`src/hdl/memSysPkg.sv`:
```
package memSysPkg;

  // One 32-bit data word or byte address
  typedef logic [31:0] wordT;

  // Byte enables, bit n covers byte n of the word
  typedef logic [3:0] byteMaskT;

  // Current holder of the shared memory port
  typedef enum logic [1:0] {
    ownNone  = 2'd0,
    ownInstr = 2'd1,
    ownData  = 2'd2
  } busOwnerE;

  // All four bytes, used for block fills and write-backs
  localparam byteMaskT fullMask = 4'b1111;

  // Replace the enabled bytes of oldWord with those of newWord
  function automatic wordT mergeBytes(wordT oldWord, wordT newWord, byteMaskT mask);
    wordT merged;
    merged = oldWord;
    for (int b = 0; b < 4; b++) begin
      if (mask[b]) begin
        merged[8*b +: 8] = newWord[8*b +: 8];
      end
    end
    return merged;
  endfunction

endpackage

```
`src/hdl/instrCache.sv`:
```
`timescale 1ns/1ns

module instrCache import memSysPkg::*; #(
  parameter int numLines      = 16,
  parameter int wordsPerBlock = 4
) (
  input  logic clk,
  input  logic rstN,
  input  logic enable,
  input  wordT pcF,
  input  wordT busRData,
  input  logic busReady,
  output wordT instrF,
  output logic iStall,
  output logic busRequest,
  output wordT busAddr
);

  // Address split: tag | index | word offset | byte offset
  localparam int offBits = $clog2(wordsPerBlock);
  localparam int idxBits = $clog2(numLines);
  localparam int tagBits = 30 - offBits - idxBits;

  typedef enum logic [1:0] {sIdle, sFill, sBypass} stateE;

  stateE               state;
  logic [offBits-1:0]  fillCnt;
  logic [numLines-1:0] valid;
  logic [tagBits-1:0]  tagArr [numLines];
  wordT                lineData [numLines][wordsPerBlock];
  wordT                bypassWord;
  logic                bypassValid;
  logic                fetchLive;
  logic [tagBits-1:0]  pcTag;
  logic [idxBits-1:0]  pcIdx;
  logic [offBits-1:0]  pcOff;
  logic                hit;
  logic                lastWord;

  assign pcOff = pcF[offBits+1:2];
  assign pcIdx = pcF[offBits+idxBits+1:offBits+2];
  assign pcTag = pcF[31:offBits+idxBits+2];
  assign hit   = valid[pcIdx] && (tagArr[pcIdx] == pcTag);
  // Block size is a power of two, so all ones marks the final word
  assign lastWord = &fillCnt;

  // Port is requested in every state except idle
  assign busRequest = (state != sIdle);
  // Fill walks the block from word 0; bypass fetches pcF itself
  assign busAddr = (state == sFill) ? {pcTag, pcIdx, fillCnt, 2'b00} : {pcF[31:2], 2'b00};

  always_comb begin
    iStall = 1'b0;
    instrF = lineData[pcIdx][pcOff];
    case (state)
      sIdle: begin
        if (fetchLive) begin
          if (enable) begin
            iStall = !hit;
          end else begin
            // Uncached word comes from the capture register
            iStall = !bypassValid;
            instrF = bypassWord;
          end
        end
      end
      default: iStall = 1'b1;
    endcase
  end

  always_ff @(posedge clk or negedge rstN) begin
    if (!rstN) begin
      state       <= sIdle;
      fillCnt     <= '0;
      valid       <= '0;
      bypassValid <= 1'b0;
      fetchLive   <= 1'b0;
    end else begin
      // Core issues its first fetch one cycle after reset release
      fetchLive   <= 1'b1;
      // Captured bypass word is offered for one cycle only
      bypassValid <= (state == sBypass) && busReady;
      case (state)
        sIdle: begin
          if (iStall) begin
            state   <= enable ? sFill : sBypass;
            fillCnt <= '0;
          end
        end
        sFill: begin
          if (busReady) begin
            fillCnt <= fillCnt + 1'b1;
            if (lastWord) begin
              valid[pcIdx] <= 1'b1;
              state        <= sIdle;
            end
          end
        end
        sBypass: begin
          if (busReady) begin
            state <= sIdle;
          end
        end
        default: state <= sIdle;
      endcase
    end
  end

  // Tag and data arrays, plus the bypass capture register
  always_ff @(posedge clk) begin
    if (state == sFill && busReady) begin
      lineData[pcIdx][fillCnt] <= busRData;
      if (lastWord) begin
        tagArr[pcIdx] <= pcTag;
      end
    end
    if (state == sBypass && busReady) begin
      bypassWord <= busRData;
    end
  end

endmodule

```
`config.mk`:
```
export PLATFORM = sky130hd
export DESIGN_NAME = instrCache
export DESIGN_NICKNAME = d
export VERILOG_FILES = /design/src/hdl/memSysPkg.sv /design/src/hdl/instrCache.sv
export SDC_FILE = /design/constraint.sdc
export NUM_CORES = 2
export LEC_CHECK = 0
export BUFFER_PORTS_ARGS = -buffer_cell sky130_fd_sc_hd__buf_2
export CORE_ASPECT_RATIO = 0.5
export CORE_MARGIN = 5
export CORE_UTILIZATION = 50
export CTS_CLUSTER_DIAMETER = 60
export CTS_CLUSTER_SIZE = 40
export DETAILED_ROUTE_END_ITERATION = 12
export GPL_ROUTABILITY_DRIVEN = 0
export PLACE_DENSITY = 0.66
export SYNTH_ARGS = -nofsm -noshare
export SYNTH_HDL_FRONTEND = slang
export SYNTH_SLANG_ARGS = --single-unit
```
`constraint.sdc`:
```
create_clock -name clk -period 12.9 [get_ports clk]
set_clock_uncertainty 0.05 [all_clocks]
set_input_delay 2.58 -clock clk [delete_from_list [all_inputs] [get_ports clk]]
set_output_delay 2.58 -clock clk [all_outputs]
set_load 0.01 [all_outputs]
```
==> metrics.txt <==
status completed; Min Clock Period, post-route 9870 ps; Synth Flop Type edfxtp_1; Design Area, Final 104,000 µm²; Hold/Removal Path Class reg -> reg; Core Region 190,000 µm²; WP data required 10,270 ps; layout cells sized above 1 31.8%; Finish-stage setup viols 0; CP arrival 7240 ps; Die Ht 319 µm; net switching fraction of the power 23.4%; initial antenna violation count 35; leakage 31.4 nW; Cells after Synth 3,857; CTS tree done; leading area contributor after synthesis edfxtp_1; IO Pins 134; leading cell type in the layout, fill and taps excluded edfxtp_1; Clk pwr share 32.1%; largest net degree at the start of global routing 157; Synth cell types 60; initial core utilization 50.3%; starting DRC count in detailed routing 5,576; Area Growth Syn to Fin 8.67%; Design Power 14.6 mW; post-route ant nets 0; Post-Syn Area 95,400 µm²; nets 4,041; relative slew slack 13.7%; Clock Tree Root clkbuf_16; synth top area cells edfxtp_1, mux4_2, mux2i_1; worst ir drop on vdd 0.124 mV; flop-to-flop setup slack 9360 ps; TNS Setup 0 ps; Avg Cell Area, Syn 24.7 µm²; chip width 628 µm; grt ovf 0; post-DR wirelength/cell 33.2 µm; Hold Buf Count CTS 0; Startpoint Class primary input; Fmax 101 MHz; Int Power 11.2 mW; Tcrit/Tclk final 76.5%; FF+latch count, synth 2,486; critical path capture point type output pin; Detailed Place HPWL 113,000 µm; Vias 42,400; Max Cap Viol 0; Max H-tree Level 3; vias per cell 6.41; share of the synthesized area in the top cell type 77.5%; Total GRT Usage 22.0%; CP Max Fanout 156; vias in the first global route 42,900; die area 200,000 µm²; placed cell areas 99,400 µm²; critical path type in -> out; clk buf depth 3; drc violations 0; FFs w/ async S/R, synth 0.885%; max-slew violation count 0; final hold vios 0; clk_lat worst skew 790 ps; Comb power frac 6.6%; Post-synth EDFFs 2,464; Post-CTS Setup Bufs 0; Sequential Power Share 61.3%; Finished Layout Cells 6,607; 1st-pass router iterations 5; clock-pin slew on the worst setup and hold paths 90 ps; commonest cells after routing, fill and taps aside edfxtp_1, mux4_2, buf_2; Final Routed Wirelength 220,000 µm; cts repair resizes 0; FP Rows 113; synthesis warning total 0; unrepaired setup endpoints after global routing no; first-pass GRT wire length 314,000 µm; # port buffers 129; PD cells 141 nW/µm²; sequential area share after synthesis 78.1%; Worst-Margin Slew 1290 ps; clk sinks 2,486; placed cell count 6,382; Num CTS Buffers 115; Sw Pwr 3.42 mW
==> metal layers <==
metal  vias to the layer above  wire (µm)  part of all wire (%)  track usage (%)
li1                      16800          -                     -                -
met1                     23300      89700                    41             33.2
met2                      1991     104000                    47             33.8
met3                       256      21300                   9.7             4.56
met4                         2       4760                   2.2             4.54
met5                         -          8                0.0036                0
==> flip-flops by register name (all words and copies together), names as in the netlist <==
register	count
bypassValid	1
state	2
tagArr	384
valid	16
lineData	2048
fillCnt	2
fetchLive	1
bypassWord	32
==> path summary, 6_finish.rpt <==
path	startpoint	endpoint	cells past startpoint
max	pcF[5]	instrF[10]	8
min	valid[12]	valid[12]	1
max reg2reg	state[0]	lineData[6][16]	6
min reg2reg	valid[12]	valid[12]	1
max in group asynchronous	rstN	valid[15]	1
min in group asynchronous	rstN	valid[4]	1
==> cells by family (layout without fill, tap and decap cells) <==
group | count (synthesis) | in the layout | share of synthesized area (%)
compound gates | 95 | 95 | 0.787
buf+inv | 243 | 455 | 1.28
other cells | 2 | 10 | 0.00787
flops | 2486 | 2486 | 78.1
fa+ha+maj | 4 | 4 | 0.0525
simple gates | 152 | 152 | 0.702
mux | 847 | 847 | 18.8
xor+xnor | 28 | 28 | 0.257
==> critical path: stages <==
cell	delay (ps)
buf_8	600
buf_4	860
buf_12	740
mux4_2	440
mux4_2	560
mux4_2	490
mux2_2	370
buf_2	170
==> power by group through the flow <==
stage / logic [mW] / registers (mW) / clock network (mW)
after floorplan: 0.556 / 9.13 / 0
after global placement: 0.955 / 9.14 / 0
after detailed placement: 0.979 / 9.15 / 0
after CTS: 0.981 / 8.96 / 4.78
after global routing: 1.03 / 8.97 / 5.10
final: 0.972 / 8.96 / 4.69
==> layout make-up <==
class	count	area [µm²]
Antenna cell	7	17.5
Clock buffer	125	3000
Clock inverter	93	1250
Fill cell	13800	86100
Inverter	16	67.6
Multi-Input combinational cell	1129	20200
Sequential cell	2486	74500
Tap cell	2530	3170
Timing Repair Buffer	221	1490
==> Yosys cell counts, drive strengths merged (3+ instances only) <==
| library cell | number |
|---|---|
| nor2b | 10 |
| nor2 | 72 |
| mux4 | 752 |
| a221oi | 4 |
| o221ai | 5 |
| xor2 | 13 |
| a22oi | 13 |
| nand4 | 3 |
| nor3 | 5 |
| mux2 | 35 |
| a31oi | 3 |
| a2111oi | 5 |
| nand3 | 8 |
| mux2i | 60 |
| edfxtp | 2464 |
| ha | 4 |
| and3 | 3 |
| buf | 145 |
| dfrtp | 22 |
| inv | 16 |
| o2111ai | 4 |
| o21ai | 5 |
| nand2 | 37 |
| xnor2 | 15 |
| and2 | 4 |
| a21oi | 9 |
| o31ai | 6 |
| a22o | 11 |
| o21bai | 16 |
| clkbuf | 82 |
==> stage by stage <==
step | utilization [%] | worst slack, ps | hold WS, ps
final | 54.6 | 3030 | 435
after global routing | 54.6 | 2780 | 442
after CTS | 54.6 | 3090 | 433
after detailed placement | 52.4 | 3080 | 413
after global placement | 52.4 | 3130 | 403
after floorplan | - | 5190 | 388
(Power assumes the default switching activity.)
