[src/hdl/memSysPkg.sv]
package memSysPkg;

  // One 32-bit data word or byte address
  typedef logic [31:0] wordT;

  // Byte enables, bit n covers byte n of the word
  typedef logic [3:0] byteMaskT;

  // Current holder of the shared memory port
  typedef enum logic [1:0] {
    ownNone  = 2'd0,
    ownInstr = 2'd1,
    ownData  = 2'd2
  } busOwnerE;

  // All four bytes, used for block fills and write-backs
  localparam byteMaskT fullMask = 4'b1111;

  // Replace the enabled bytes of oldWord with those of newWord
  function automatic wordT mergeBytes(wordT oldWord, wordT newWord, byteMaskT mask);
    wordT merged;
    merged = oldWord;
    for (int b = 0; b < 4; b++) begin
      if (mask[b]) begin
        merged[8*b +: 8] = newWord[8*b +: 8];
      end
    end
    return merged;
  endfunction

endpackage

[src/hdl/dataWritebackCache.sv]
`timescale 1ns/1ns

module dataWritebackCache import memSysPkg::*; #(
  parameter int numLines      = 16,
  parameter int wordsPerBlock = 4
) (
  input  logic     clk,
  input  logic     rstN,
  input  logic     enable,
  input  logic     memWriteM,
  input  logic     memToRegM,
  input  wordT     dataAdrM,
  input  wordT     writeDataM,
  input  byteMaskT byteMaskM,
  input  wordT     busRData,
  input  logic     busReady,
  output wordT     readDataM,
  output logic     dStall,
  output logic     busRequest,
  output logic     busWrite,
  output wordT     busAddr,
  output wordT     busWData,
  output byteMaskT busMask
);

  localparam int offBits = $clog2(wordsPerBlock);
  localparam int idxBits = $clog2(numLines);
  localparam int tagBits = 30 - offBits - idxBits;

  typedef enum logic [1:0] {sIdle, sWriteBack, sFill, sBypass} stateE;

  stateE               state;
  // Word counter shared by write-back and fill
  logic [offBits-1:0]  blkCnt;
  logic [numLines-1:0] valid;
  logic [numLines-1:0] dirty;
  logic [tagBits-1:0]  tagArr [numLines];
  wordT                lineData [numLines][wordsPerBlock];
  wordT                bypassWord;
  logic                bypassValid;
  logic [tagBits-1:0]  adrTag;
  logic [idxBits-1:0]  adrIdx;
  logic [offBits-1:0]  adrOff;
  logic                access;
  logic                hit;
  logic                storeHit;
  logic                lastWord;

  assign adrOff   = dataAdrM[offBits+1:2];
  assign adrIdx   = dataAdrM[offBits+idxBits+1:offBits+2];
  assign adrTag   = dataAdrM[31:offBits+idxBits+2];
  assign access   = memWriteM || memToRegM;
  assign hit      = valid[adrIdx] && (tagArr[adrIdx] == adrTag);
  assign storeHit = (state == sIdle) && enable && memWriteM && hit;
  assign lastWord = &blkCnt;

  assign busRequest = (state != sIdle);
  assign busWrite   = (state == sWriteBack) || ((state == sBypass) && memWriteM);

  // Victim block goes out under its own tag, the fill uses the new one
  always_comb begin
    busAddr  = {dataAdrM[31:2], 2'b00};
    busWData = writeDataM;
    busMask  = byteMaskM;
    case (state)
      sWriteBack: begin
        busAddr  = {tagArr[adrIdx], adrIdx, blkCnt, 2'b00};
        busWData = lineData[adrIdx][blkCnt];
        busMask  = fullMask;
      end
      sFill: begin
        busAddr = {adrTag, adrIdx, blkCnt, 2'b00};
        busMask = fullMask;
      end
      default: ;
    endcase
  end

  always_comb begin
    dStall    = 1'b0;
    readDataM = lineData[adrIdx][adrOff];
    case (state)
      sIdle: begin
        if (access) begin
          if (enable) begin
            dStall = !hit;
          end else begin
            dStall    = !bypassValid;
            readDataM = bypassWord;
          end
        end
      end
      default: dStall = 1'b1;
    endcase
  end

  always_ff @(posedge clk or negedge rstN) begin
    if (!rstN) begin
      state       <= sIdle;
      blkCnt      <= '0;
      valid       <= '0;
      dirty       <= '0;
      bypassValid <= 1'b0;
    end else begin
      bypassValid <= (state == sBypass) && busReady;
      case (state)
        sIdle: begin
          if (storeHit) begin
            dirty[adrIdx] <= 1'b1;
          end
          if (dStall) begin
            blkCnt <= '0;
            if (!enable) begin
              state <= sBypass;
            end else if (valid[adrIdx] && dirty[adrIdx]) begin
              state <= sWriteBack;
            end else begin
              state <= sFill;
            end
          end
        end
        sWriteBack: begin
          if (busReady) begin
            // Counter wraps to zero, ready for the fill
            blkCnt <= blkCnt + 1'b1;
            if (lastWord) begin
              state <= sFill;
            end
          end
        end
        sFill: begin
          if (busReady) begin
            blkCnt <= blkCnt + 1'b1;
            if (lastWord) begin
              valid[adrIdx] <= 1'b1;
              dirty[adrIdx] <= 1'b0;
              state         <= sIdle;
            end
          end
        end
        sBypass: begin
          if (busReady) begin
            state <= sIdle;
          end
        end
        default: state <= sIdle;
      endcase
    end
  end

  always_ff @(posedge clk) begin
    if (state == sFill && busReady) begin
      lineData[adrIdx][blkCnt] <= busRData;
      if (lastWord) begin
        tagArr[adrIdx] <= adrTag;
      end
    end else if (storeHit || (state == sBypass && busReady && memWriteM && hit)) begin
      // Uncached store to a resident line also updates the line, keeping it coherent
      lineData[adrIdx][adrOff] <= mergeBytes(lineData[adrIdx][adrOff], writeDataM, byteMaskM);
    end
    if (state == sBypass && busReady && !memWriteM) begin
      // Resident line may hold newer data than memory
      bypassWord <= hit ? lineData[adrIdx][adrOff] : busRData;
    end
  end

endmodule

[config.mk]
export PLATFORM = sky130hd
export DESIGN_NAME = dataWritebackCache
export DESIGN_NICKNAME = d
export VERILOG_FILES = /design/src/hdl/memSysPkg.sv /design/src/hdl/dataWritebackCache.sv
export SDC_FILE = /design/constraint.sdc
export NUM_CORES = 2
export LEC_CHECK = 0
export BUFFER_PORTS_ARGS = -buffer_cell sky130_fd_sc_hd__buf_2
export CAP_MARGIN = 0
export CORE_MARGIN = 2
export CORE_UTILIZATION = 55
export DETAILED_ROUTE_END_ITERATION = 8
export GPL_TIMING_DRIVEN = 0
export PLACE_DENSITY = 0.75
export SLEW_MARGIN = 20
export SYNTH_ARGS = -nofsm -noshare
export SYNTH_HDL_FRONTEND = slang
export SYNTH_SLANG_ARGS = --single-unit
export TNS_END_PERCENT = 50
[constraint.sdc]
create_clock -name clk -period 7.97 [get_ports clk]
set_input_delay 0.3985 -clock clk [delete_from_list [all_inputs] [get_ports clk]]
set_output_delay 0.3985 -clock clk [all_outputs]
set_load 0.03 [all_outputs]
==> results.json <==
{
  "start_kind": "input pin",
  "totalWireLength_mm": 311.5,
  "syn_area_per_cell_sq_um": 22.73,
  "die_y_um": 431.4,
  "worst_pin_slew_ns": 1.302,
  "dpl_cell_area_sq_um": 107700,
  "route.detailed.drc": 0,
  "worstPathCellList": "buf_2, buf_4, buf_1, clkbuf_2, clkbuf_1, buf_1, mux4_2, mux4_2, mux4_2, mux2_2, buf_2",
  "whs_path_depth": 3,
  "final_util": 0.6409,
  "synth.largest_area_cell": "edfxtp_1",
  "synth_simple_gate_area_frac": 0.01477,
  "yosysWarnings": 0,
  "cap_violations": 0,
  "synth_top_family_by_area": "multiplexers",
  "placementRows": 156,
  "drv_slew": 0,
  "clk_pin_slew_worst_paths_ns": 0.07,
  "async_flop_share": 0.01479,
  "critical-path-slowest-cell": "clkbuf_1",
  "numCtsBuffers": 234,
  "synth_top_area_frac": 0.7363,
  "synthDistinctLibCells": 62,
  "fin_nets": 5126,
  "synthXorXnorAreaFrac": 0.002353,
  "synth_mux_area_frac": 0.2121,
  "critical_path_arrival_ns": 6.81,
  "post-cts-setup-buffers": 0,
  "synth-compound-area-share": 0.01163,
  "critical_path.most_common_cell": "mux4_2",
  "stdcell_area_sq_um": 116100,
  "synthToLayoutAreaGrowth_pct": 15.52,
  "grt_setup_unrepaired": "false",
  "ys.flop_type": "edfxtp_1",
  "crit_family": "buffers and inverters",
  "grt_pass1_vias": 53520,
  "fp.dieArea_sq_um": 186100,
  "powerDensity_nw_per_um2": 254.2,
  "route.antenna.remaining_nets": 0,
  "synth_seq_cells": 2501,
  "post_cts_resize_count": 0,
  "place.gp.congestion": 0.9515,
  "status": "finished clean",
  "worst-path-max-fanout": 10,
  "min-delay-start": "busRData[20]",
  "vias_per_cell": 7.195,
  "synth_edf_count": 2464,
  "ys_seq_area_frac": 0.7455,
  "dpl.hpwl_mm": 199.7,
  "ir_drop_v": 0.0001946,
  "hold_class": "input pin to flip-flop",
  "cts_tree": "done",
  "n_fill_cell": 11300,
  "clock-sinks": 2501,
  "cp_data_required_time_ns": 7.57,
  "setup_violations": 0,
  "final_cell_mix": "2,464 x edfxtp_1, 799 x mux4_2, 235 x clkbuf_16, 229 x buf_2, 228 x mux2_2",
  "track_usage": 0.3357,
  "synth_fa_ha_area_frac": 0.001121,
  "initial_core_util": 0.5548,
  "finalHoldViolations": 0,
  "syn_inst": 4422,
  "critPathCaptureType": "output port",
  "mostFrequentLayoutCell": "edfxtp_1",
  "clock_latency_ns": 0.93,
  "grt_pass1_wl_mm": 424.9,
  "r2r_start": "tagArr[9][18]",
  "drive_gt1_frac": 0.3597,
  "synth_area_sq_um": 100500,
  "cts_htree_levels": 4,
  "crit-reg2reg-capture": "lineData[5][47]",
  "grt-ovfl-total": 0,
  "leakagePower_nw": 36.73,
  "first_pass_iters": 8,
  "critPathBufInv": 7,
  "crit_type": "input pin to output port",
  "wl_per_cell_um": 40.70,
  "total_power_mw": 29.51,
  "dieWidth_um": 431.4,
  "coreArea_sq_um": 181100,
  "antenna_found_initial": 55,
  "timing.final.crit_share": 0.9045,
  "timing.hold.ws_ns": 0.06681,
  "pin_count": 209,
  "clock_skew_ns": 0.1137,
  "grt_max_degree": 38,
  "slew_headroom": 0.1318,
  "io_buffers": 196,
  "max_stage_delay_ns": 0.95,
  "synth_area_leaders": "edfxtp_1 74%, mux4_2 18%, mux2_2 2.6%",
  "r2r_slack_ns": 1.61,
  "fmax_mhz": 138.7,
  "clk_path_buf_depth": 3,
  "whs_endpoint": "bypassWord[20]",
  "r2r_cells": 13,
  "cts_root_buf": "clkbuf_16",
  "dr_total_vias": 55060,
  "period_needed_ns": 7.209,
  "drtIter0Drc": 9595
}
layer usage:
metal / share of wire / track usage / vias up
li1: - / - / 20150
met1: 0.32 / 0.4207 / 28450
met2: 0.45 / 0.4926 / 5233
met3: 0.15 / 0.1226 / 1205
met4: 0.080 / 0.2270 / 28
met5: 0.0013 / 0.008587 / -
registers in the layout, summed over array words and instances (netlist names), named ones only:
register	cells
bypassValid	1
bypassWord	32
lineData	2048
state	2
tagArr	384
blkCnt	2
valid	16
kinds of logic (layout without fill, tap and decap cells):
| kind of cell | after synthesis | in the layout |
|---|---|---|
| buf+inv | 283 | 1070 |
| fa+ha+maj | 9 | 9 |
| other cells | 1 | 75 |
| xor+xnor | 27 | 27 |
| flops | 2501 | 2501 |
| compound gates | 167 | 167 |
| simple gates | 333 | 333 |
| mux | 1101 | 1101 |
power by group:
group / total (mW) / leakage (nW) / internal [mW] / switching (mW)
registers: 14.6 / 22.7 / 14.6 / 0.0549
clock network: 11.3 / 3.74 / 6.27 / 5.01
logic: 3.59 / 10.3 / 1.14 / 2.45
cells in the mapped netlist, drive strengths merged, types with 7 or more instances:
| master | number |
|---|---|
| a21oi | 15 |
| nand2 | 162 |
| nor2b | 7 |
| a22o | 21 |
| buf | 107 |
| ha | 9 |
| o22ai | 10 |
| and2 | 7 |
| clkbuf | 152 |
| nand3 | 11 |
| o21ai | 35 |
| o31ai | 17 |
| edfxtp | 2464 |
| mux4 | 799 |
| nand4 | 7 |
| mux2 | 228 |
| inv | 24 |
| a22oi | 20 |
| nor2 | 105 |
| xnor2 | 21 |
| dfrtp | 37 |
| o21bai | 18 |
| mux2i | 74 |
worst reg2reg max path, cell delays in order (launching register included):
cell and delay, ns:
edfxtp_1 0.36, mux4_2 0.49, nor2_1 0.22, nor3_1 0.12
o32ai_1 0.39, nand4_1 0.25, or2_1 0.30, or4_1 0.70
buf_2 0.29, nor4_4 0.84, a31oi_2 0.41, clkbuf_2 0.54
nor2_4 0.82, buf_12 0.29
how the worst max path moves through the flow:
stage                            from           endpoint  cells after the start
after floorplan           dataAdrM[4]     lineData[1][0]                     15
after CTS                 dataAdrM[4]      readDataM[29]                     11
after global routing      dataAdrM[4]      readDataM[11]                     11
final                     dataAdrM[4]       readDataM[0]                     11
after detailed placement  dataAdrM[4]  lineData[11][109]                     11
after global placement    dataAdrM[7]   lineData[10][46]                     15
layout make-up:
| cell class | instances | area, sq um | area share |
|---|---|---|---|
| Antenna cell | 73 | 182.7 | 0.001574 |
| Multi-Input combinational cell | 1639 | 24920 | 0.2147 |
| Timing Repair Buffer | 352 | 4066 | 0.03503 |
| Clock buffer | 278 | 6082 | 0.05239 |
| Clock inverter | 157 | 1628 | 0.01402 |
| Sequential cell | 2501 | 74920 | 0.6454 |
| Tap cell | 2370 | 2965 | 0.02554 |
| Inverter | 24 | 90.09 | 0.0007761 |
| Buffer | 259 | 1231 | 0.01061 |
what timing repair did:
| action | in CTS | in global routing |
|---|---|---|
| endpoints found under the hold margin | 438 | 0 |
| hold buffers | 42 | 0 |
| setup endpoints to repair | 0 | 0 |
through the flow:
stage                     TNS [ns]  instances  setup slack, ns
after floorplan                  0       4423            2.479
after global placement    -2133.85       6989           -1.753
after detailed placement         0       7102           0.2910
after CTS                        0       7579           0.4818
after global routing             0       7592           0.7935
final                            0       7653           0.7610
(Power assumes the default switching activity.)
