[src/hdl/memSysPkg.sv]
package memSysPkg;

  // One 32-bit data word or byte address
  typedef logic [31:0] wordT;

  // Byte enables, bit n covers byte n of the word
  typedef logic [3:0] byteMaskT;

  // Current holder of the shared memory port
  typedef enum logic [1:0] {
    ownNone  = 2'd0,
    ownInstr = 2'd1,
    ownData  = 2'd2
  } busOwnerE;

  // All four bytes, used for block fills and write-backs
  localparam byteMaskT fullMask = 4'b1111;

  // Replace the enabled bytes of oldWord with those of newWord
  function automatic wordT mergeBytes(wordT oldWord, wordT newWord, byteMaskT mask);
    wordT merged;
    merged = oldWord;
    for (int b = 0; b < 4; b++) begin
      if (mask[b]) begin
        merged[8*b +: 8] = newWord[8*b +: 8];
      end
    end
    return merged;
  endfunction

endpackage

[src/hdl/busArbiter.sv]
`timescale 1ns/1ns

module busArbiter import memSysPkg::*; (
  input  logic     clk,
  input  logic     rstN,
  input  logic     iRequest,
  input  wordT     iAddr,
  input  logic     dRequest,
  input  logic     dWrite,
  input  wordT     dAddr,
  input  wordT     dWData,
  input  byteMaskT dMask,
  input  logic     busReady,
  output logic     busRequest,
  output logic     busWrite,
  output wordT     busAddr,
  output wordT     busWData,
  output byteMaskT busMask,
  output logic     iReady,
  output logic     dReady,
  output busOwnerE owner
);

  busOwnerE ownerQ;

  // Holder keeps the port while its request stays up, else data side first
  always_comb begin
    if (ownerQ == ownData && dRequest) begin
      owner = ownData;
    end else if (ownerQ == ownInstr && iRequest) begin
      owner = ownInstr;
    end else if (dRequest) begin
      owner = ownData;
    end else if (iRequest) begin
      owner = ownInstr;
    end else begin
      owner = ownNone;
    end
  end

  always_ff @(posedge clk or negedge rstN) begin
    if (!rstN) begin
      ownerQ <= ownNone;
    end else begin
      ownerQ <= owner;
    end
  end

  assign busRequest = (owner != ownNone);
  // Instruction side only reads
  assign busWrite = (owner == ownData) && dWrite;
  assign busAddr  = (owner == ownData) ? dAddr : iAddr;
  assign busWData = (owner == ownData) ? dWData : '0;
  assign busMask  = (owner == ownData) ? dMask : fullMask;
  // Ready goes back to the current holder only
  assign iReady = busReady && (owner == ownInstr);
  assign dReady = busReady && (owner == ownData);

endmodule

[config.mk]
export PLATFORM = sky130hd
export DESIGN_NAME = busArbiter
export DESIGN_NICKNAME = d
export VERILOG_FILES = /design/src/hdl/memSysPkg.sv /design/src/hdl/busArbiter.sv
export SDC_FILE = /design/constraint.sdc
export NUM_CORES = 1
export LEC_CHECK = 0
export ABC_AREA = 0
export BUFFER_PORTS_ARGS = -buffer_cell sky130_fd_sc_hd__buf_2
export CORE_UTILIZATION = 34
export CTS_CLUSTER_SIZE = 16
export DETAILED_ROUTE_END_ITERATION = 6
export PLACE_DENSITY = 0.9
export SETUP_SLACK_MARGIN = 0.02
export SLEW_MARGIN = 20
export SYNTH_ARGS = -nofsm -noshare
export SYNTH_HDL_FRONTEND = slang
export SYNTH_SLANG_ARGS = --single-unit
[constraint.sdc]
create_clock -name clk -period 1.8 [get_ports clk]
set_clock_uncertainty 0.15 [all_clocks]
set_input_delay 0.09 -clock clk [delete_from_list [all_inputs] [get_ports clk]]
set_output_delay 0.09 -clock clk [all_outputs]
set_load 0.05 [all_outputs]
==> impl_metrics.yaml, run 1 <==
outcome:
  status: "finished clean"
sta:
  whs_ns: 0.0563
  maxSlewViolCount: 0
  tightest_slew_ns: 0.335
  fmax_mhz: 574
  setup_viol: 0
  grt_setup_unrepaired: "yes"
  hold_viol_final: 0
  max_slew_margin_pct: 77.7
  fin_crit_sh_pct: 96.8
  final.min_clock_period_ns: 1.74
clock_network:
  cts.sinks: 2
  tritoncts: "done"
  cts_setup_buffers: 0
  clk_latency_ns: 0.21
  path_clk_slew_ns: 0.03
  htreeDepth: 1
  max-clock-path-buffers: 2
  cts-root-buf: "clkbuf_8"
  cts_buffers: 3
critical_path:
  critPathKind: "reg -> out"
  cp_max_fo: 16
  crit_path_end_kind: "output port"
  worstPathArrival_ns: 1.50
  worstPathRequired_ns: 1.56
  cp-start-kind: "flop"
drt:
  routed_via_density: 5.35
  totalWireLength_microns: 5900
  met2_wirelength_microns: 3240
  first_pass_iters: 4
  wl_met1_microns: 2190
  drc: 0
  vias: 2242
  route.met3.wl_microns: 396
  highest_layer: "met4"
  wl_per_cell_microns: 14.1
  drtIter0Drc: 103
  antenna_left: 0
yosys:
  ys_seq_area_share_pct: 3.22
  synth_largest_type_area_fraction_pct: 24.2
  synth_warnings: 0
  syn_nets: 313
  synth_area_per_cell_sq_um: 7.50
  synth.area.top_cells: "o211ai_2 24%, nand4b_1 18%, and3_1 14%, nand2b_1 13%, nand2_1 7.7%"
  synth_top_area_cell: "o211ai_2"
  syn_inst: 207
  synth_seq_cells: 2
  syn_area_sq_mm: 0.00155
  synth_cell_types: 21
pwr:
  clockPowerShare_pct: 13.8
  pwr_density_cell_mw_per_mm2: 481
  seqPwrFrac_pct: 4.3
  ir_worst_vdd_mv: 0.402
  power.leakage_nw: 1.48
  p_int_w: 0.000544
  comb_power_share_pct: 81.9
  swShare_pct: 56.9
  power.switching_w: 0.000719
finish:
  regMostFlops: "ownerQ"
  reg_top3: "ownerQ: 2 flops"
  largest_reg_flops: 2
  utilization_pct: 59.8
  final_layout_size_suffix_gt1_share_pct: 61.0
  antenna_cells: 0
  fillers: 382
  area_delta_synth_final_pct: 69.0
  final_nets: 475
grt:
  track_usage_pct: 21.2
  grt_overflow: 0
  grt_max_degree: 107
  antenna_found_initial: 0
  grt_pass1_wl_microns: 8750
  grt_pass1_vias: 2100
die:
  die_h_microns: 69.6
  dieArea_sq_mm: 0.00484
  ios: 180
  fp.dieW_microns: 69.6
  coreArea_sq_mm: 0.00438
  initial_core_util_pct: 35.4
  fp-row-count: 24
flow_run:
  maxCapViolCount: 0
worst_hold_path:
  min_path_type: "in -> async"
place:
  hpwlAfterDp_microns: 3980
  numPortBuffers: 179
  routabilityCongestion: 0.714
-- cell type report --
cell class                 instances  area [sq um]  share of cell area (%)
multi-input combinational        174          1320                    50.3
timing repair buffer             186          1140                    43.4
tap                               52          65.1                    2.48
sequential                         2          51.3                    1.96
clock buffer                       3          41.3                    1.57
inverter                           2          7.51                   0.286
-- power by group through the flow --
stage          combinational [W]  sequential (W)  clock [W]
2_1_floorplan           0.000705       0.0000509          0
3_3_place_gp            0.000938       0.0000529          0
3_5_place_dp            0.000952       0.0000535          0
4_1_cts                  0.00100       0.0000533   0.000179
5_1_grt                  0.00108       0.0000542   0.000185
6_report                 0.00103       0.0000538   0.000175
-- path summary, 6_finish.rpt --
check | from | to | slack (ns) | cells past startpoint
max | ownerQ[1] | busAddr[0] | 0.06 | 4
min | rstN | ownerQ[1] | 0.06 | 2
max reg2reg | ownerQ[0] | ownerQ[1] | 0.51 | 3
min reg2reg | ownerQ[1] | ownerQ[0] | 0.60 | 2
max in group asynchronous | rstN | ownerQ[1] | 1.34 | 2
min in group clk | iRequest | ownerQ[0] | 0.14 | 3
-- metal layers --
metal	GRT usage, %	vias to the layer above
met4	6.35	0
met3	3.20	12
met5	0	-
met1	20.5	1028
met2	44.4	117
li1	-	1085
-- cells in the final DEF (no fill, tap or decap), drive strengths merged --
cell type      n
and3b          1
inv            2
nand2b        33
o211ai        32
dlygate4sd3    1
dfrtp          2
and3          34
nand2         32
or2            1
nand4b        32
a211oi         1
a21oi          1
and2           1
nand3b         6
buf          184
clkbuf         4
-- cells by family after synthesis --
| family | share of synthesized area [%] |
|---|---|
| flip-flops | 3.22 |
| AO/OA/AOI/OAI | 25.9 |
| AND/OR/NAND/NOR | 57.4 |
| buffers and inverters | 13.5 |
-- critical path: stages (launching register included) --
cell	delay, ns
dfrtp_2	0.43
and3b_2	0.27
clkbuf_16	0.20
o211ai_1	0.16
buf_4	0.22
-- cells in the mapped netlist --
library cell,count
buf_4,3
a21oi_1,1
and2_1,1
nand3b_4,1
nand3b_1,4
nand2b_1,33
inv_1,1
nand2_1,32
inv_2,1
nand4b_1,32
o211ai_2,30
buf_6,2
o211ai_1,2
and3b_1,1
clkbuf_1,11
a211oi_1,1
or2_1,1
and3_1,34
buf_12,3
dfrtp_1,2
buf_2,11
-- what timing repair did --
item,CTS,global route
setup endpoints to repair,67,41
hold endpoints to repair,2,0
cloned,0,2
pin swaps,3,0
gates resized for setup,36,13
hold buffers,1,0
-- metrics by stage --
step / std cells / setup TNS [ns] / cell area (sq um) / power, W / worst slack, ns
6_report: 419 / 0 / 2620 / 0.00126 / 0.0584
5_1_grt: 419 / -0.0260 / 2620 / 0.00132 / -0.0108
4_1_cts: 417 / -0.599 / 2530 / 0.00123 / -0.0336
3_5_place_dp: 413 / 0 / 2390 / 0.00101 / 0.178
3_3_place_gp: 413 / 0 / 2390 / 0.000991 / 0.209
2_1_floorplan: 207 / -0.0143 / 1560 / 0.000755 / -0.00716
Power figures use the tool's default switching activity.
==> run 2: changes to the inputs <==
- CORE_AREA: not set -> 2 2 70 72
- CORE_UTILIZATION: 34 -> not set
- CTS_BUF_LIST: not set -> sky130_fd_sc_hd__clkbuf_8
- DIE_AREA: not set -> 0 0 72 74
- PLACE_DENSITY: 0.9 -> 0.82
==> run 2 against run 1 <==
Against the previous run:
- count of clock-buffer cells in the layout did not move
- global-route usage shrank 1.4 points
- critical path depth did not move
- register-to-register slack better by 0.03 ns
- largest power group unchanged
==> impl_metrics.yaml, run 2 (same netlist as run 1, synthesis figures left out) <==
critical_path:
  r2r_slack_ns: 0.54
  cp_max_fo: 12
  critPathKind: "reg -> out"
  worstPathRequired_ns: 1.56
  cp-start-kind: "flop"
  worstPathArrival_ns: 1.48
  crit_path_end_kind: "output port"
grt:
  grt_pass1_wl_microns: 8510
  antenna_found_initial: 0
  grt_overflow: 0
  grt_pass1_vias: 1878
  track_usage_pct: 19.7
  grt_max_degree: 107
clock_network:
  path_clk_slew_ns: 0.03
  cts_buffers: 3
  clk_latency_ns: 0.21
  cts.sinks: 2
  max-clock-path-buffers: 2
  cts-root-buf: "clkbuf_8"
  htreeDepth: 1
  tritoncts: "done"
finish:
  regMostFlops: "ownerQ"
  reg_top3: "ownerQ: 2 flops"
  final_nets: 478
  postLayoutCellArea_sq_mm: 0.00258
  antenna_cells: 0
  final_layout_size_suffix_gt1_share_pct: 61.6
  fillers: 424
  mostFrequentLayoutCells: "149 x buf_2, 33 x nand2b_1, 33 x and3_1"
  final_common_cell: "buf_2"
  utilization_pct: 56.2
  area_delta_synth_final_pct: 66.5
  largest_reg_flops: 2
  stdcell_count: 424
pwr:
  ir_worst_vdd_mv: 0.303
  pwr_density_cell_mw_per_mm2: 475
  power.leakage_nw: 1.47
sta:
  setup_viol: 0
  hold_viol_final: 0
  fmax_mhz: 580
  tightest_slew_ns: 0.335
  grt_setup_unrepaired: "yes"
  fin_crit_sh_pct: 95.8
  final.min_clock_period_ns: 1.72
  max_slew_margin_pct: 77.7
  maxSlewViolCount: 0
worst_hold_path:
  min_path_type: "in -> async"
place:
  numPortBuffers: 179
  dpl.cell_count: 418
  routabilityCongestion: 0.723
  placed_cell_area_sq_mm: 0.00241
  hpwlAfterDp_microns: 4320
drt:
  antenna_left: 0
  routed_via_density: 5.23
  drc: 0
  vias: 2219
  wl_per_cell_microns: 14.2
  drtIter0Drc: 97
  first_pass_iters: 4
  totalWireLength_microns: 6040
outcome:
  status: "finished clean"
die:
  fp.dieW_microns: 72
  fp-row-count: 25
  dieArea_sq_mm: 0.00533
  ios: 180
  initial_core_util_pct: 33.8
  die_h_microns: 74
  coreArea_sq_mm: 0.00460
flow_run:
  maxCapViolCount: 0
-- run 2: cell count changes in the layout (fill, tap and decap cells not counted), sizes merged --
cell,change
buf,-21
clkbuf,+23
nand3b,+1
-- run 2: worst max-delay path: stages (launching register included) --
cell,delay (ns)
dfrtp_1,0.39
and3b_2,0.22
buf_4,0.20
o211ai_2,0.17
buf_2,0.29
-- run 2: cell type report --
type                       instances  area [sq um]  area share [%]
inverter                           2          7.51           0.290
timing repair buffer             188          1070            41.4
clock buffer                       3          41.3            1.60
tap                               54          67.6            2.61
multi-input combinational        175          1350            52.2
sequential                         2          50.0            1.94
-- run 2: metal layers --
layer | part of all wire [%] | vias up | GRT usage, %
li1 | - | 1094 | -
met1 | 37 | 1026 | 22.7
met2 | 55 | 95 | 37.3
met3 | 7.1 | 4 | 2.98
met4 | 1.1 | 0 | 6.50
met5 | 0 | - | 0
-- run 2: worst paths after layout --
| check | to | startpoint | cells after the start |
|---|---|---|---|
| max | busAddr[15] | ownerQ[0] | 4 |
| min | ownerQ[0] | rstN | 2 |
| max reg2reg | ownerQ[1] | ownerQ[1] | 3 |
| min reg2reg | ownerQ[0] | ownerQ[0] | 3 |
| max in group asynchronous | ownerQ[1] | rstN | 2 |
| min in group clk | ownerQ[0] | iRequest | 4 |
-- run 2: where the power goes --
part	switching, W	internal [W]
Clock	0.0000357	0.000141
Sequential	0.00000231	0.0000483
Combinational	0.000675	0.000326
-- run 2: what timing repair did --
| item | 4_1_cts | 5_1_grt |
|---|---|---|
| endpoints found under the setup margin | 44 | 44 |
| hold endpoints to repair | 2 | 0 |
| pin swaps | 0 | 1 |
| resized for setup | 6 | 30 |
| gates cloned | 1 | 1 |
| hold buffers | 1 | 0 |
| buffers inserted | 0 | 0 |
-- run 2: per-stage QoR --
step	hold WS, ns	total power, W	worst slack (ns)	TNS (ns)
finish	0.0697	0.00123	0.0763	0
global route	0.0691	0.00130	-0.00515	-0.0179
CTS	0.0462	0.00121	0.0215	0
detailed placement	-0.264	0.00101	0.150	0
global placement	-0.261	0.00100	0.172	0
floorplan	-0.356	0.000755	-0.00716	-0.0143
==> run 3: changes to the inputs <==
==> constraint.sdc (replaced) <==
create_clock -name clk -period 1.8 [get_ports clk]
set_clock_uncertainty 0.15 [all_clocks]
set_input_delay 0.36 -clock clk [delete_from_list [all_inputs] [get_ports clk]]
set_output_delay 0.36 -clock clk [all_outputs]
set_load 0.05 [all_outputs]
==> run 3 against run 2 <==
Against the previous run:
- the run now ends with setup timing left
- wire length rose by 29%
- fmax fell by 15%
- register-to-register slack got worse by 0.08 ns
- non-clock buffer count rose by 8
- die area did not move
- first-iteration DRC count fell by 3.1%
- clock power fell by 3%
- global-route usage rose by 7.4 points
- sequential cell count did not move
- count of clock-buffer cells in the layout did not move
- power rose by 25%
- largest power group unchanged
==> impl_metrics.yaml, run 3 (same netlist as run 1, synthesis figures left out) <==
drt:
  totalWireLength_microns: 7780
  first_pass_iters: 4
  drtIter0Drc: 94
  wl_per_cell_microns: 17.8
  routed_via_density: 5.59
  antenna_left: 0
  vias: 2445
  drc: 0
finish:
  regMostFlops: "ownerQ"
  largest_reg_flops: 2
  mostFrequentLayoutCells: "106 x buf_2, 69 x buf_6, 33 x nand2b_1"
  final_layout_size_suffix_gt1_share_pct: 65.8
  multi_input_area_sq_mm: 0.00176
  seq_area_sq_um: 50.0
  final_common_cell: "buf_2"
  reg_top3: "ownerQ: 2 flops"
  fillers: 301
  area_delta_synth_final_pct: 124
  utilization_pct: 75.6
  final_nets: 491
  antenna_cells: 0
clock_network:
  path_clk_slew_ns: 0.03
  clk_latency_ns: 0.21
  cts_buffers: 3
  cts.sinks: 2
  tritoncts: "done"
  cts-root-buf: "clkbuf_8"
  htreeDepth: 1
  max-clock-path-buffers: 2
pwr:
  ir_worst_vdd_mv: 0.325
  comb_power_share_pct: 85.5
  clockPowerShare_pct: 11.2
  power.switching_w: 0.000817
  pwr_density_cell_mw_per_mm2: 441
  p_int_w: 0.000716
  seqPwrFrac_pct: 3.3
  power.leakage_nw: 1.65
  swShare_pct: 53.3
  power_w: 0.00153
grt:
  grt_overflow: 0
  grt_pass1_vias: 2498
  grt_max_degree: 55
  grt_pass1_wl_microns: 11500
  antenna_found_initial: 0
  track_usage_pct: 27.1
critical_path:
  r2r_cells: 4
  worstPathRequired_ns: 1.29
  crit_family: "buffers and inverters"
  crit_chain: "and3b_2, buf_12, o211ai_1, buf_4"
  startpoint: "ownerQ[0]"
  critPathKind: "reg -> out"
  cp.depth: 4
  slowest_stage: "dfrtp_1"
  crit_path_end_kind: "output port"
  cp_max_fo: 7
  timing.rr.start: "ownerQ[0]"
  r2r_end: "ownerQ[0]"
  cp-start-kind: "flop"
  worstPathArrival_ns: 1.51
  crit_path_max_incr_delay_ns: 0.39
  path_buf_inv: 2
  r2r_slack_ns: 0.46
  endpoint: "busAddr[0]"
sta:
  setup_viol: 69
  final.min_clock_period_ns: 2.02
  fin_ws_ns: -0.216
  maxSlewViolCount: 0
  fmax_mhz: 496
  tightest_slew_ns: 0.270
  grt_setup_unrepaired: "yes"
  fin_crit_sh_pct: 112
  hold_viol_final: 0
  whs_ns: 0.334
  max_slew_margin_pct: 82.0
place:
  numPortBuffers: 179
  hpwlAfterDp_microns: 4760
  routabilityCongestion: 0.845
die:
  die_h_microns: 74
  ios: 180
  coreArea_sq_mm: 0.00460
  fp-row-count: 25
  initial_core_util_pct: 33.8
  dieArea_sq_mm: 0.00533
  fp.dieW_microns: 72
flow_run:
  maxCapViolCount: 0
worst_hold_path:
  min_path_type: "in -> async"
outcome:
  status: "finished with violations"
  violations: "setup timing"
[run 3: cell count changes in the layout (fill, tap and decap cells not counted), moves of 3 or more]
cell / delta
o211ai_4: +30
clkbuf_4: -24
o211ai_2: -30
nand3b_4: +5
buf_4: +3
buf_2: -43
buf_12: +3
and3_1: -10
buf_6: +68
and3_4: +10
[run 3: worst min path at each step]
stage / start / end
after global placement: rstN / ownerQ[0]
after detailed placement: rstN / ownerQ[1]
after floorplan: rstN / ownerQ[0]
after global routing: rstN / ownerQ[0]
after CTS: rstN / ownerQ[1]
final: rstN / ownerQ[1]
[run 3: stage by stage]
step | setup TNS (ns) | setup WS [ns] | instances | instance area, sq um
floorplan | -0.721 | -0.284 | 207 | 1830
CTS | -7.06 | -0.215 | 435 | 3430
detailed placement | -6.31 | -0.136 | 424 | 2760
global route | -9.59 | -0.240 | 437 | 3480
global placement | -5.89 | -0.127 | 424 | 2760
finish | -6.65 | -0.216 | 437 | 3480
[run 3: final cells by class]
class,instances,area share (%)
clock buffer,3,1.19
inverter,2,0.216
multi-input combinational,180,50.7
sequential,2,1.44
tap,54,1.94
timing repair buffer,196,44.5
[run 3: worst register-to-register path, stage by stage (launching register included)]
cell      delay (ns)
dfrtp_1         0.37
buf_4           0.30
nand2b_1        0.15
a21oi_2         0.19
buf_4           0.12
[run 3: power groups by stage]
stage          clock, W  sequential, W  combinational, W
2_1_floorplan         0      0.0000509          0.000791
4_1_cts        0.000177      0.0000514           0.00128
3_5_place_dp          0      0.0000516           0.00106
5_1_grt        0.000180      0.0000514           0.00136
3_3_place_gp          0      0.0000515           0.00105
6_report       0.000172      0.0000511           0.00131
[run 3: what timing repair did]
action | 4_1_cts | 5_1_grt
pin swaps | 3 | 2
endpoints found under the hold margin | 2 | 0
cloned | 6 | 2
hold buffers | 1 | 0
endpoints found under the setup margin | 73 | 73
resized for setup | 159 | 2
setup buffers | 1 | 1
[run 3: layer usage]
layer	global-route usage [%]	wire length, microns
met5	0	0
met4	10.1	227
met3	6.37	586
met2	53.2	4370
met1	27.9	2590
